==> src/verilog/cache_cfg_pkg.sv <==
`default_nettype none

package cache_cfg_pkg;

    // DRAM line address width
    localparam int DRAM_ADDR_WIDTH = 26;

    // Bits needed to index a bank, never less than one
    function automatic int BANK_SEL_WIDTH(input int num_banks);
        int width;
        width = 1;
        if (num_banks > 1) begin
            width = $clog2(num_banks);
        end
        return width;
    endfunction

endpackage

`default_nettype wire

==> src/verilog/dram_req_pkg.sv <==
`default_nettype none

package dram_req_pkg;

    // Direction of a DRAM request, as driven on the rw line
    typedef enum logic {
        DRAM_RD = 1'b0,
        DRAM_WR = 1'b1
    } dram_op_e;

endpackage

`default_nettype wire

==> src/verilog/wb_req_if.sv <==
`timescale 1ns/1ns
`default_nettype none

interface wb_req_if import cache_cfg_pkg::*; #(
    parameter int NUM_BANKS  = 4,
    parameter int LINE_BYTES = 16
) ();

    logic                                    valid;
    logic [BANK_SEL_WIDTH(NUM_BANKS)-1:0]    bank;
    logic [LINE_BYTES-1:0]                   byteen;
    logic [DRAM_ADDR_WIDTH-1:0]              addr;
    logic [8*LINE_BYTES-1:0]                 data;
    logic                                    ready;

    modport src (output valid, bank, byteen, addr, data, input ready);
    modport dst (input valid, bank, byteen, addr, data, output ready);

endinterface

`default_nettype wire

==> src/verilog/wb_select.sv <==
`timescale 1ns/1ns
`default_nettype none

module wb_select import cache_cfg_pkg::*; #(
    parameter int NUM_BANKS  = 4,
    parameter int LINE_BYTES = 16
) (
    input  wire [NUM_BANKS-1:0]                        wb_valid,
    input  wire [NUM_BANKS-1:0][LINE_BYTES-1:0]        wb_byteen,
    input  wire [NUM_BANKS-1:0][DRAM_ADDR_WIDTH-1:0]   wb_addr,
    input  wire [NUM_BANKS-1:0][8*LINE_BYTES-1:0]      wb_data,
    output logic [NUM_BANKS-1:0]                       wb_ready,

    wb_req_if.src                                      wb
);

    localparam int BANK_BITS = BANK_SEL_WIDTH(NUM_BANKS);

    logic [BANK_BITS-1:0] sel_bank;
    logic                 sel_valid;

    // Lowest valid bank wins
    always_comb begin
        sel_bank  = '0;
        sel_valid = 1'b0;
        for (int i = NUM_BANKS - 1; i >= 0; i--) begin
            if (wb_valid[i]) begin
                sel_bank  = BANK_BITS'(i);
                sel_valid = 1'b1;
            end
        end
    end

    assign wb.valid  = sel_valid;
    assign wb.bank   = sel_bank;
    assign wb.byteen = wb_byteen[sel_bank];
    assign wb.addr   = wb_addr[sel_bank];
    assign wb.data   = wb_data[sel_bank];

    // Only the granted bank sees the DRAM ready
    always_comb begin
        for (int i = 0; i < NUM_BANKS; i++) begin
            wb_ready[i] = wb.ready && wb.valid && (wb.bank == BANK_BITS'(i));
        end
    end

endmodule

`default_nettype wire

==> src/verilog/dram_fill_queue.sv <==
`timescale 1ns/1ns
`default_nettype none

module dram_fill_queue import cache_cfg_pkg::*; #(
    parameter int NUM_BANKS = 4,
    parameter int DFQQ_SIZE = 4
) (
    input  wire                                        clk,
    input  wire                                        rst,

    input  wire [NUM_BANKS-1:0]                        fill_valid,
    input  wire [NUM_BANKS-1:0][DRAM_ADDR_WIDTH-1:0]   fill_addr,
    output logic                                       fill_ready,

    output logic                                       head_valid,
    output logic [DRAM_ADDR_WIDTH-1:0]                 head_addr,
    input  wire                                        pop
);

    localparam int BANK_BITS = BANK_SEL_WIDTH(NUM_BANKS);
    localparam int PTR_W     = (DFQQ_SIZE > 1) ? $clog2(DFQQ_SIZE) : 1;
    localparam int CNT_W     = $clog2(DFQQ_SIZE + 1);

    // One entry per accepted group
    logic [NUM_BANKS-1:0]                        mask_q [DFQQ_SIZE];
    logic [NUM_BANKS-1:0][DRAM_ADDR_WIDTH-1:0]   addr_q [DFQQ_SIZE];

    logic [PTR_W-1:0]     rd_ptr;
    logic [PTR_W-1:0]     wr_ptr;
    logic [CNT_W-1:0]     count;

    logic [NUM_BANKS-1:0] head_mask;
    logic [NUM_BANKS-1:0] head_rest;
    logic [BANK_BITS-1:0] head_bank;
    logic                 push;
    logic                 pop_bank;
    logic                 pop_entry;

    function automatic logic [PTR_W-1:0] next_ptr(input logic [PTR_W-1:0] ptr);
        logic [PTR_W-1:0] nxt;
        nxt = (ptr == PTR_W'(DFQQ_SIZE - 1)) ? '0 : ptr + 1'b1;
        return nxt;
    endfunction

    assign fill_ready = (count != CNT_W'(DFQQ_SIZE));
    assign head_valid = (count != '0);
    assign push       = (|fill_valid) && fill_ready;

    assign head_mask  = mask_q[rd_ptr];

    // Serve the head group from its lowest pending bank upward
    always_comb begin
        head_bank = '0;
        for (int i = NUM_BANKS - 1; i >= 0; i--) begin
            if (head_mask[i]) begin
                head_bank = BANK_BITS'(i);
            end
        end
        head_rest            = head_mask;
        head_rest[head_bank] = 1'b0;
    end

    assign head_addr = addr_q[rd_ptr][head_bank];
    assign pop_bank  = pop && head_valid;
    assign pop_entry = pop_bank && (head_rest == '0);

    always_ff @(posedge clk) begin
        if (rst) begin
            rd_ptr <= '0;
            wr_ptr <= '0;
            count  <= '0;
        end else begin
            if (push) begin
                wr_ptr <= next_ptr(wr_ptr);
            end
            if (pop_entry) begin
                rd_ptr <= next_ptr(rd_ptr);
            end
            if (push && !pop_entry) begin
                count <= count + 1'b1;
            end else if (!push && pop_entry) begin
                count <= count - 1'b1;
            end
        end
    end

    // Push and pop never touch the same slot
    always_ff @(posedge clk) begin
        if (push) begin
            mask_q[wr_ptr] <= fill_valid;
            addr_q[wr_ptr] <= fill_addr;
        end
        if (pop_bank) begin
            mask_q[rd_ptr] <= head_rest;
        end
    end

endmodule

`default_nettype wire

==> src/verilog/dram_prefetcher.sv <==
`timescale 1ns/1ns
`default_nettype none

module dram_prefetcher import cache_cfg_pkg::*; #(
    parameter int PRFQ_SIZE   = 4,
    parameter int PRFQ_STRIDE = 1
) (
    input  wire                          clk,
    input  wire                          rst,

    input  wire                          issue_fill,
    input  wire [DRAM_ADDR_WIDTH-1:0]    issue_addr,

    output logic                         pref_valid,
    output logic [DRAM_ADDR_WIDTH-1:0]   pref_addr,
    input  wire                          pref_pop
);

    localparam int PTR_W = (PRFQ_SIZE > 1) ? $clog2(PRFQ_SIZE) : 1;
    localparam int CNT_W = $clog2(PRFQ_SIZE + 1);

    logic [DRAM_ADDR_WIDTH-1:0] addr_q [PRFQ_SIZE];

    logic [PTR_W-1:0] rd_ptr;
    logic [PTR_W-1:0] wr_ptr;
    logic [CNT_W-1:0] count;
    logic             push;
    logic             pop;

    function automatic logic [PTR_W-1:0] next_ptr(input logic [PTR_W-1:0] ptr);
        logic [PTR_W-1:0] nxt;
        nxt = (ptr == PTR_W'(PRFQ_SIZE - 1)) ? '0 : ptr + 1'b1;
        return nxt;
    endfunction

    // Enqueue is silently lost when full
    assign push       = issue_fill && (count != CNT_W'(PRFQ_SIZE));
    assign pop        = pref_pop && pref_valid;
    assign pref_valid = (count != '0);
    assign pref_addr  = addr_q[rd_ptr];

    always_ff @(posedge clk) begin
        if (rst) begin
            rd_ptr <= '0;
            wr_ptr <= '0;
            count  <= '0;
        end else begin
            if (push) begin
                wr_ptr <= next_ptr(wr_ptr);
            end
            if (pop) begin
                rd_ptr <= next_ptr(rd_ptr);
            end
            if (push && !pop) begin
                count <= count + 1'b1;
            end else if (!push && pop) begin
                count <= count - 1'b1;
            end
        end
    end

    // Next line address wraps at the address width
    always_ff @(posedge clk) begin
        if (push) begin
            addr_q[wr_ptr] <= issue_addr + DRAM_ADDR_WIDTH'(PRFQ_STRIDE);
        end
    end

endmodule

`default_nettype wire

==> src/verilog/dram_req_arb.sv <==
`timescale 1ns/1ns
`default_nettype none

module dram_req_arb import cache_cfg_pkg::*, dram_req_pkg::*; #(
    parameter int NUM_BANKS   = 4,
    parameter int LINE_BYTES  = 16,
    parameter int DFQQ_SIZE   = 4,
    parameter int PRFQ_SIZE   = 4,
    parameter int PRFQ_STRIDE = 1
) (
    input  wire                                        clk,
    input  wire                                        rst,

    // Fill requests
    input  wire [NUM_BANKS-1:0]                        fill_valid,
    input  wire [NUM_BANKS-1:0][DRAM_ADDR_WIDTH-1:0]   fill_addr,
    output logic                                       fill_ready,

    // Writeback requests
    input  wire [NUM_BANKS-1:0]                        wb_valid,
    input  wire [NUM_BANKS-1:0][LINE_BYTES-1:0]        wb_byteen,
    input  wire [NUM_BANKS-1:0][DRAM_ADDR_WIDTH-1:0]   wb_addr,
    input  wire [NUM_BANKS-1:0][8*LINE_BYTES-1:0]      wb_data,
    output logic [NUM_BANKS-1:0]                       wb_ready,

    // DRAM request channel
    output logic                                       dram_req_valid,
    output dram_op_e                                   dram_req_rw,
    output logic [LINE_BYTES-1:0]                      dram_req_byteen,
    output logic [DRAM_ADDR_WIDTH-1:0]                 dram_req_addr,
    output logic [8*LINE_BYTES-1:0]                    dram_req_data,
    input  wire                                        dram_req_ready
);

    logic                       head_valid;
    logic [DRAM_ADDR_WIDTH-1:0] head_addr;
    logic                       fill_pop;
    logic                       pref_valid;
    logic [DRAM_ADDR_WIDTH-1:0] pref_addr;
    logic                       pref_pop;

    wb_req_if #(
        .NUM_BANKS  (NUM_BANKS),
        .LINE_BYTES (LINE_BYTES)
    ) wb_req ();

    wb_select #(
        .NUM_BANKS  (NUM_BANKS),
        .LINE_BYTES (LINE_BYTES)
    ) wb_sel (
        .wb_valid   (wb_valid),
        .wb_byteen  (wb_byteen),
        .wb_addr    (wb_addr),
        .wb_data    (wb_data),
        .wb_ready   (wb_ready),
        .wb         (wb_req.src)
    );

    dram_fill_queue #(
        .NUM_BANKS  (NUM_BANKS),
        .DFQQ_SIZE  (DFQQ_SIZE)
    ) fill_q (
        .clk        (clk),
        .rst        (rst),
        .fill_valid (fill_valid),
        .fill_addr  (fill_addr),
        .fill_ready (fill_ready),
        .head_valid (head_valid),
        .head_addr  (head_addr),
        .pop        (fill_pop)
    );

    // Only fill reads spawn prefetches
    dram_prefetcher #(
        .PRFQ_SIZE   (PRFQ_SIZE),
        .PRFQ_STRIDE (PRFQ_STRIDE)
    ) prefetch (
        .clk         (clk),
        .rst         (rst),
        .issue_fill  (fill_pop),
        .issue_addr  (head_addr),
        .pref_valid  (pref_valid),
        .pref_addr   (pref_addr),
        .pref_pop    (pref_pop)
    );

    assign wb_req.ready = dram_req_ready;

    // Writeback over fill over prefetch
    assign fill_pop = dram_req_ready && !wb_req.valid && head_valid;
    assign pref_pop = dram_req_ready && !wb_req.valid && !head_valid && pref_valid;

    assign dram_req_valid  = wb_req.valid || head_valid || pref_valid;
    assign dram_req_rw     = wb_req.valid ? DRAM_WR : DRAM_RD;
    assign dram_req_byteen = wb_req.valid ? wb_req.byteen : '1;
    assign dram_req_addr   = wb_req.valid ? wb_req.addr : (head_valid ? head_addr : pref_addr);
    assign dram_req_data   = wb_req.valid ? wb_req.data : '0;

endmodule

`default_nettype wire

==> config.mk <==
export PLATFORM = sky130hd
export DESIGN_NAME = dram_req_arb
export DESIGN_NICKNAME = d
export VERILOG_FILES = /design/src/verilog/cache_cfg_pkg.sv /design/src/verilog/dram_req_pkg.sv /design/src/verilog/wb_req_if.sv /design/src/verilog/wb_select.sv /design/src/verilog/dram_fill_queue.sv /design/src/verilog/dram_prefetcher.sv /design/src/verilog/dram_req_arb.sv
export SDC_FILE = /design/constraint.sdc
export NUM_CORES = 1
export LEC_CHECK = 0
export BUFFER_PORTS_ARGS = -buffer_cell sky130_fd_sc_hd__buf_4
export CORE_AREA = 2 2 376 378
export CTS_CLUSTER_SIZE = 25
export DETAILED_ROUTE_END_ITERATION = 8
export DIE_AREA = 0 0 378 380
export SLEW_MARGIN = 15
export SYNTH_ARGS = -nofsm -noshare
export SYNTH_HDL_FRONTEND = slang
export SYNTH_SLANG_ARGS = --single-unit
==> constraint.sdc <==
create_clock -name clk -period 4.4 [get_ports clk]
set_input_delay 0.44 -clock clk [delete_from_list [all_inputs] [get_ports clk]]
set_output_delay 0.44 -clock clk [all_outputs]
set_load 0.01 [all_outputs]
Word-level counts from Yosys, hierarchy flattened. Memories as Yosys holds them, arrays and structs flattened. A register that Yosys moved wholly into a read port is not among the register bits. Cells that the tools add are included.

Output and inout port bits: 177. Memories kept: 3. Bits in writable memories: 536. Word-level logic and storage cells: 113. Flip-flop bits (word level): 14.

Bitwise operators: 2. Reduce and logical (&&, ||, !) cells: 34. Mux-type cells: 47. Add/subtract/negate cells: 9. Equal/unequal tests: 9. $lt $le $gt $ge: 3.

Memory list: fill_q.addr_q (words 4, width 104, read ports 1, clocked after memory_dff 1, wr ports 1, line dram_fill_queue.sv:26) `logic [NUM_BANKS-1:0][DRAM_ADDR_WIDTH-1:0] addr_q [DFQQ_SIZE];`; prefetch.addr_q (words 4, width 26, read ports 1, clocked after memory_dff 1, wr ports 1, line dram_prefetcher.sv:22) `logic [DRAM_ADDR_WIDTH-1:0] addr_q [PRFQ_SIZE];`; fill_q.mask_q (words 4, width 4, read ports 1, clocked after memory_dff 1, wr ports 2, line dram_fill_queue.sv:25) `logic [NUM_BANKS-1:0] mask_q [DFQQ_SIZE];`.

Operator list (count): 128-bit binary-select mux with 2-bit select (1); 128-bit two-way mux (2); 26-bit binary-select mux with 2-bit select (2); 26-bit two-way mux (4); 2-bit two-way mux (18); 16-bit binary-select mux with 2-bit select (1); 16-bit two-way mux (2); 26-bit by 1-bit adder with 26-bit output, second input constant (1); 1-bit logical AND (19); 2-bit equality test, second input constant (6); 1-bit two-way mux (12); 3-bit two-way mux (4); 2-bit by 1-bit adder with 2-bit output, second input constant (4); 3-bit by 1-bit adder with 3-bit output, second input constant (2); 1-bit logical NOT (6); 2-bit by 3-bit < comparator with 1-bit output, second input constant (2); 3-bit inequality test, second input constant (2); 3-bit nonzero test (2); 3-bit by 1-bit subtractor with 3-bit output, second input constant (2); 4-bit AND (1); 4-bit logical NOT (1); 4-bit inverter (1); 2-bit nonzero test (2); 4-bit OR reduction (1); 5 further kinds (6).

Longest topological paths before layout. Gate-level depths: netlist (run 1).

Depth in word-level cells: 15. Depth in mapped cells: 14. Mapped depth without buffers: 10.

By module. Synthesis (run 1) repeated with hierarchy kept, for this count alone.

Cells, all modules: 2104. Area, all modules: 28706.3 µm².

By module, submodules not included: dram_fill_queue (cells an instance 790, instances 1, area an instance 17148.9 µm²); wb_select (cells an instance 809, instances 1, area an instance 5296.3 µm²); dram_prefetcher (cells an instance 255, instances 1, area an instance 4682.0 µm²); dram_req_arb (cells an instance 250, instances 1, area an instance 1579.0 µm²).

Least setup slack after synthesis (run 1). Ideal clock, no wire load.

Path type: register to output. From: register with a tool-made name. To: output port dram_req_addr[22]. Setup slack: 0.834 ns. Arrival time: 3.126 ns. Path buffers: 7. Data required time: 3.960 ns. Cell stages (with the launch flop): 14. Cells stage by stage: dfxtp_1 buf_6 buf_6 buf_4 buf_4 buf_4 buf_2 buf_4 mux4_2 a22oi_1 o22a_1 nor2_1 a211oi_1 a21oi_1.

RTL lines: end: declaration (line dram_req_arb.sv:30) `output logic [DRAM_ADDR_WIDTH-1:0] dram_req_addr,`.

==> results of run 1 <==
## where the power goes
part	total, W	leakage, nW	switching, W	internal (W)
logic	0.00577	8.61	0.00346	0.00231
registers	0.00761	5.11	0.000254	0.00736
clock network	0.00436	0.787	0.00192	0.00243
## area by class of cell
| type | instances | area, um^2 | area share (%) |
|---|---|---|---|
| repair buffers | 1141 | 8787 | 22.30 |
| well taps | 1876 | 2347 | 5.958 |
| diodes | 57 | 142.6 | 0.3621 |
| inverters | 21 | 88.84 | 0.2255 |
| clock buffers | 60 | 1310 | 3.325 |
| multi-input cells | 1012 | 9932 | 25.21 |
| clock inverters | 34 | 324.1 | 0.8226 |
| flip-flops and latches | 554 | 16460 | 41.79 |
## per-layer routing
layer	routed length, um	part of all wire (%)	up-vias
met5	892	0.48	-
li1	-	-	9429
met4	8512	4.6	138
met3	24060	13	405
met1	66890	36	11340
met2	84990	46	1276
## cell usage in the layout, fill, tap and decap left out, drive strengths merged, types with 6 or more instances in the layout
cell type    instances
a211oi              21
a21oi               53
a221oi              17
a222oi             153
and2                13
buf               1132
clkbuf              60
clkinv              26
dfxtp               18
diode               57
dlygate4sd3          9
edfxtp             536
ha                  16
inv                 21
mux2               159
mux2i               32
mux4               135
nand2               42
nor2               179
nor2b                7
nor3                17
nor4                 8
o21ai               37
o221ai              11
o22a                 8
o22ai                6
xnor2               15
xor2                13
## logic make-up after synthesis
logic type / after synthesis
DFF: 554
AOI/OAI and AO/OA: 341
muxes: 325
and+or+nand+nor: 299
buffers and inverters: 171
xor gates and xnor gates: 28
adders and majority gates: 18
## state kept, by name, indices dropped and copies added, names as in the netlist, named ones only
signal and count:
prefetch.rd_ptr 2, fill_q.wr_ptr 2, prefetch.wr_ptr 2, fill_q.addr_q 416
fill_q.count 3, fill_q.rd_ptr 2, prefetch.count 3, fill_q.mask_q 16
prefetch.addr_q 104
## metrics by stage
| stage | setup WS (ns) | util [%] |
|---|---|---|
| CTS | 0.02554 | 28.13 |
| floorplan | 0.8344 | - |
| finish | 0.1919 | 28.30 |
| global route | 0.03407 | 28.28 |
| global placement | 0.3211 | 26.82 |
| detailed placement | 0.2214 | 26.82 |
## how the worst min path moves through the flow
stage                       endpoint  slack [ns]  depth (start not counted)
2_1_floorplan      prefetch.count[2]        0.46                          2
3_3_place_gp       prefetch.count[2]        0.49                          2
3_5_place_dp       prefetch.count[2]        0.49                          2
4_1_cts          fill_q.addr_q[0][4]      0.0003                          1
5_1_grt        fill_q.addr_q[2][101]       0.007                          1
6_report        fill_q.addr_q[2][73]        0.03                          1
## repair_timing
action,CTS,global route
setup buffers,2,13
endpoints found under the setup margin,16,21
cloned,1,0
hold buffers,9,0
gates resized for setup,14,2
hold endpoints to repair,32,0
==> impl_results.md, run 1 <==
* Status: complete, but fails checks
* Failing checks: design-rule violations
* Cell area after layout at approximately 0.039 mm^2
* I/O pin cnt at 972
* Synth top area cells: edfxtp_1 60%, mux4_2 11%, mux2_2 6.6%
* Post-synth EDFFs at about 540
* Fillcell total at between 10000 and 15000
* Hold slack at just under 0.03 ns
* Final Hold Viols at 0
* CTS clk-pin slew, worst paths at around 0.070 ns
* RR Endpoint: prefetch.addr_q[2][25]
* Slowest CP cell: mux4_2
* Largest net degree at the start of global routing at 74
* Layout Cells excl Fill at roughly 4800
* Post-DRT Antenna Nets at 0
* Drt pass-1 iters at 9
* Area leader, netlist: edfxtp_1
* Peak supply drop at 334.3 uV
* PwrDens at about 450 mW/mm^2
* Worst R2R Path Depth at 10
* Die area at 0.1436 mm^2
* Number of cells on the critical path at 12
* Net count after synthesis at ~2500
* Mapped Area at 0.02700 mm^2
* Seq cells post-synth at roughly 550
* DP Area at between 0.03 and 0.04 mm^2
* Die H at 380 um
* Final Skew at 0.01535 ns
* Worst Path Max Fanout at 19
* Vias/cell at roughly 4.8
* Area fraction of the dominant cell type after synthesis at 59.62%
* Avg Cell Area, Syn at 15.55 um^2
* # clock sinks at between 500 and 600
* Die X at between 300 and 400 um
* Worst Setup Path Type: reg2out
* Mapped Cells at ~1700
* Synth warn at 0
* GRT met2 Usage at 39.08%
* Gr usage total at 24.83%
* Worst min path class: in2reg
* Pwr Total at between 0.015 and 0.02 W
* Largest family of logic cells by synthesized area: multiplexers
* DRC Markers at 16
* CTS Buffer Depth at 3
* Most used cell, CP: buf_4
* CP top delay family: buffers and inverters
* Global-route wire length before repair at 230900 um
* Synth Area in XOR/XNOR at less than 1%
* Row count at around 140
* Top post-synthesis cells by count: 536 x edfxtp_1, 178 x nor2_1, 159 x mux2_2, 153 x a222oi_1, 134 x mux4_2
* Crit path largest cell delay at 0.64 ns
* Max-cap violations at 0
* Cell breakdown of the critical path: buf_4 -> mux4_2 -> nand2b_1 -> buf_4 -> o221ai_1 -> a2bb2oi_2 -> buf_4 -> nor2b_1 -> a211oi_1 -> buf_4 -> a21oi_1 -> buf_4
* Final critical-path share of the clock period at a little over nine tenths
* Routed len/inst at slightly below 40 um
* Layout cell share with drive strength beyond 1 at roughly 54%
* Vias in the first global route at 22215
* Busiest grt layer: met2
* Initial Utilization at 19.40%
* Net count, final at between 3000 and 4000
* CP Capture Type: primary output
* LEAKAGE at 14.51 nW
* RSZ-0062 raised after global routing: no
* Critical Path End: dram_req_addr[4]
* Final Max Slew Viols at 0
* Worst-Skew Late Latency at about 0.6 ns
* Worst Path Buf+Inv at 5
* Gpl congestion at roughly 0.95
* Post-synthesis mux area share at 19.00%
* Top-count cell post-synth: edfxtp_1
* Slew Limit Headroom at between 20% and 30%
* Crit path launch type: register
* Post-Synth Simple-Gate Area at ~5.1%
* Met1 usage at approximately 28%
* Min Tclk post-route at ~4.2 ns
* R2R setup slack at between 0.2 and 0.25 ns
* CP arrival at 3.77 ns
* GR Util met3 at around an eighth
* Finish-stage setup viols at 0
* Inserted Clock Buffers at 51
* CTS tree: done
* H-tree depth at 2
* Placed cell count at 4579
* Worst slew pin tran at 1.175 ns
* Primary FF master, synth: edfxtp_1
* Port Buffer Count at around 970
* Max Fclk at around 240 MHz
* Worst Path Required at 3.96 ns
* Core area at approximately 0.14 mm^2
* Setup TNS at 0 ns
* Root buf cell: clkbuf_16
* Initial DRC Count at 2703
* Complex-gate fraction of the synthesized area at between 10% and 20%
* Final Routed Wirelength at roughly 190000 um
* Asr flop ratio synth at 0%
* Total gr overflow at 0
* Register area share after synthesis at approximately three fifths
* Post-Synth Adder-Cell Area at 0.8898%
* HPWL after DPL at between 150000 and 200000 um
* Distinct cells, synth at a little under 70
* Hold Startpoint: fill_addr[73]
* Vias at about 23000
* Initial antenna violation count at approximately 210
* Area Overhead vs Synth at 45.93%
(Power assumes the default switching activity.)
==> inputs of run 2 (changes only) <==
==> constraint.sdc (replaced) <==
create_clock -name clk -period 4.4 [get_ports clk]
set_input_delay 0.22 -clock clk [delete_from_list [all_inputs] [get_ports clk]]
set_output_delay 0.22 -clock clk [all_outputs]
set_load 0.01 [all_outputs]
==> run 2 against run 1 <==
Worst hold slack better by 0.14 ns. Global-route usage decreased by 0.093 points. Clock power is 12% higher. Power increased by 2.9%. Non-clock buffer count rose by 63. Clock-buffer cell count shrank 2. The run now ends clean. Core utilization is 0.63 points higher. Clock skew grew 0.036 ns.
==> impl_results.md, run 2 (synthesized netlist as in run 1, its figures left out) <==
* PwrDens at 453.5 mW/mm^2 (was 450.3 mW/mm^2)
* # clock sinks at 554 (unchanged)
* Worst min path class: in2reg (unchanged)
* LEAKAGE at 14.85 nW (was 14.51 nW)
* Largest net degree at the start of global routing at 150 (was 74)
* Top sig layer: met5 (unchanged)
* Final critical-path share of the clock period at 96.02% (was 95.64%)
* Biggest register: fill_q.addr_q (unchanged)
* Global-route wire length before repair at 230500 um (was 230900 um)
* Initial DRC Count at 2911 (was 2703)
* Vias/cell at 4.750 (about the same)
* Crit path launch type: register (unchanged)
* Final Max Slew Viols at 0 (unchanged)
* Hold slack at 0.1723 ns (was 0.02930 ns)
* Slowest CP cell: mux4_2 (unchanged)
* CTS Buffer Depth at 3 (unchanged)
* Fillcell total at 14274 (was 14354)
* Total gr overflow at 0 (unchanged)
* Port Buffer Count at 971 (unchanged)
* Sequential share of power at 41.7% (was 42.9%)
* Worst Hold Depth at 5 (was 1)
* CTS clk-pin slew, worst paths at 0.06 ns (was 0.07 ns)
* Worst Path Required at 4.18 ns (was 3.96 ns)
* Commonest cells after routing, fill and taps aside: 1081 x buf_4, 536 x edfxtp_1, 176 x nor2_1 (was 1115 x buf_4, 536 x edfxtp_1, 176 x nor2_1)
* Die X at 378 um (unchanged)
* Core area at 0.1392 mm^2 (unchanged)
* Setup WS pre-CTS at 0.4492 ns (was 0.2214 ns)
* Most common cell after layout, fill and taps aside: buf_4 (unchanged)
* Max Fclk at 236.7 MHz (was 237.6 MHz)
* Inserted Clock Buffers at 53 (was 51)
* Post-DRT Antenna Nets at 0 (unchanged)
* Status: finished, final reports clean (was complete, but fails checks)
* Initial antenna violation count at 203 (was 212)
* Top flop regs: fill_q.addr_q (416), prefetch.addr_q (104), fill_q.mask_q (16) (unchanged)
* Max reg flops at 416 (unchanged)
* Switch Pwr at 0.005726 W (was 0.005639 W)
* Drt pass-1 iters at 8 (was 9)
* Most used cell, CP: buf_4 (unchanged)
* Vias at 22857 (was 22588)
* I/O pin cnt at 972 (unchanged)
* Min Tclk post-route at 4.225 ns (was 4.208 ns)
* CP Capture Type: primary output (unchanged)
* Die area at 0.1436 mm^2 (unchanged)
* Critical Path End: dram_req_addr[7] (was dram_req_addr[4])
* Net count, final at 3658 (was 3594)
* WL met3 at 25580 um (was 24060 um)
* Clk pwr share at 26.8% (was 24.6%)
* Worst Path Buf+Inv at 3 (was 5)
* M1 WL at 66490 um (was 66890 um)
* Layout cell share with drive strength beyond 1 at 52.11% (was 54.39%)
* Root buf cell: clkbuf_16 (unchanged)
* Final Skew at 0.05087 ns (was 0.01535 ns)
* Crit path largest cell delay at 0.70 ns (was 0.64 ns)
* Area Overhead vs Synth at 49.17% (was 45.93%)
* Gr usage total at 24.74% (was 24.83%)
* Routed len/inst at 38.42 um (was 38.98 um)
* Hold Startpoint: dram_req_ready (was fill_addr[73])
* CTS tree: done (unchanged)
* Final Hold Viols at 0 (unchanged)
* Internal power at 0.01254 W (was 0.01210 W)
* H-tree depth at 2 (unchanged)
* Worst Path Max Fanout at 15 (was 19)
* Slew Limit Headroom at 17.49% (was 21.70%)
* RSZ-0062 raised after global routing: no (unchanged)
* CP arrival at 4.00 ns (was 3.77 ns)
* Peak supply drop at 364.3 uV (was 334.3 uV)
* R2R setup slack at 0.45 ns (was 0.22 ns)
* Die H at 380 um (unchanged)
* Worst slew pin tran at 1.238 ns (was 1.175 ns)
* HPWL after DPL at 156000 um (was 158100 um)
* WL met2 at 85030 um (was 84990 um)
* Worst-Skew Late Latency at 0.64 ns (was 0.61 ns)
* Setup TNS at 0 ns (unchanged)
* Cell breakdown of the critical path: mux4_2 -> buf_4 -> or2_2 -> o21ai_0 -> nor2_1 -> a211oi_1 -> buf_4 -> a21oi_1 -> buf_4 (was buf_4 -> mux4_2 -> nand2b_1 -> buf_4 -> o221ai_1 -> a2bb2oi_2 -> buf_4 -> nor2b_1 -> a211oi_1 -> buf_4 -> a21oi_1 -> buf_4)
* Combinational power share at 31.5% (was 32.5%)
* Final Routed Wirelength at 184900 um (was 185300 um)
* Max-cap violations at 0 (unchanged)
* DRC Markers at 0 (was 16)
* PnR worst setup slack at 0.1751 ns (was 0.1919 ns)
* Gpl congestion at 0.9589 (was 0.9512)
* Worst Setup Path Type: reg2out (unchanged)
* RR Endpoint: prefetch.addr_q[2][25] (unchanged)
* Setup Fix Bufs, Post-CTS at 0 (was 2)
* Number of cells on the critical path at 9 (was 12)
* CP top delay family: compound AO/OA/AOI/OAI gates (was buffers and inverters)
* Worst R2R Path Depth at 8 (was 10)
* Vias in the first global route at 22182 (was 22215)
* Finish-stage setup viols at 0 (unchanged)
* Row count at 137 (unchanged)
* Initial Utilization at 19.40% (unchanged)
* Switching share of power at 31.35% (was 31.79%)
-- run 2: cell types whose count changed in the layout (fill, tap and decap cells not counted), sizes merged --
cell / previous run / this run
clkinvlp: 3 / 0
dlygate4sd3: 9 / 109
diode: 57 / 50
bufinv: 5 / 11
buf: 1132 / 1094
clkinv: 26 / 25
mux4: 135 / 134
clkbuf: 60 / 58
inv: 21 / 23
bufbuf: 0 / 1
-- run 2: repair_timing --
| item | in CTS | in global routing |
|---|---|---|
| endpoints found under the hold margin | 450 | 0 |
| cloned | 1 | 0 |
| pin swaps | 0 | 0 |
| hold buffers | 109 | 0 |
| setup endpoints to repair | 2 | 1 |
| gates resized for setup | 2 | 3 |
-- run 2: area by class of cell --
class | count | area, um^2 | share of cell area, %
Antenna cell | 50 | 125.1 | 0.3107
Clock buffer | 58 | 1345 | 3.340
Clock inverter | 38 | 521.8 | 1.296
Inverter | 21 | 88.84 | 0.2206
Multi-Input combinational cell | 1011 | 9872 | 24.51
Sequential cell | 554 | 16460 | 40.88
Tap cell | 1876 | 2347 | 5.829
Timing Repair Buffer | 1204 | 9507 | 23.61
-- run 2: worst min-delay path by stage --
stage / to / slack, ns
2_1_floorplan: fill_q.count[2] / 0.29
3_3_place_gp: fill_q.addr_q[2][74] / 0.42
3_5_place_dp: fill_q.addr_q[0][36] / 0.42
4_1_cts: register / 0.15
5_1_grt: register / 0.19
6_report: register / 0.17
-- run 2: stage by stage --
| stage | power [W] | util (%) | instance area, um^2 | instances |
|---|---|---|---|---|
| 5_1_grt | 0.01897 | 28.90 | 40230 | 4794 |
| 6_report | 0.01826 | 28.93 | 40270 | 4812 |
| 3_3_place_gp | 0.01331 | 26.68 | 37130 | 4556 |
| 3_5_place_dp | 0.01340 | 26.68 | 37130 | 4556 |
| 2_1_floorplan | 0.01055 | - | 27000 | 1736 |
| 4_1_cts | 0.01837 | 28.84 | 40140 | 4762 |
-- run 2: routing by layer --
layer | global-route usage [%] | vias up
li1 | - | 9541
met1 | 28.03 | 11477
met2 | 39.73 | 1293
met3 | 13.42 | 406
met4 | 7.592 | 140
met5 | 0 | -
-- run 2: power groups by stage --
stage                     clock (W)  combinational, W  sequential [W]
after floorplan                   0           0.00283         0.00772
after global placement            0           0.00562         0.00769
after detailed placement          0           0.00566         0.00774
after CTS                   0.00496           0.00578         0.00763
after global routing        0.00516           0.00610         0.00771
final                       0.00489           0.00576         0.00762
-- run 2: worst reg2reg max path: cells and delay by family, from the launching register on --
| kind | cells | cell delay [ns] |
|---|---|---|
| AO/OA/AOI/OAI | 2 | 0.50 |
| XOR/XNOR | 1 | 0.29 |
| flip-flops | 1 | 0.49 |
| multiplexers | 1 | 0.75 |
| AND/OR/NAND/NOR | 4 | 1.76 |
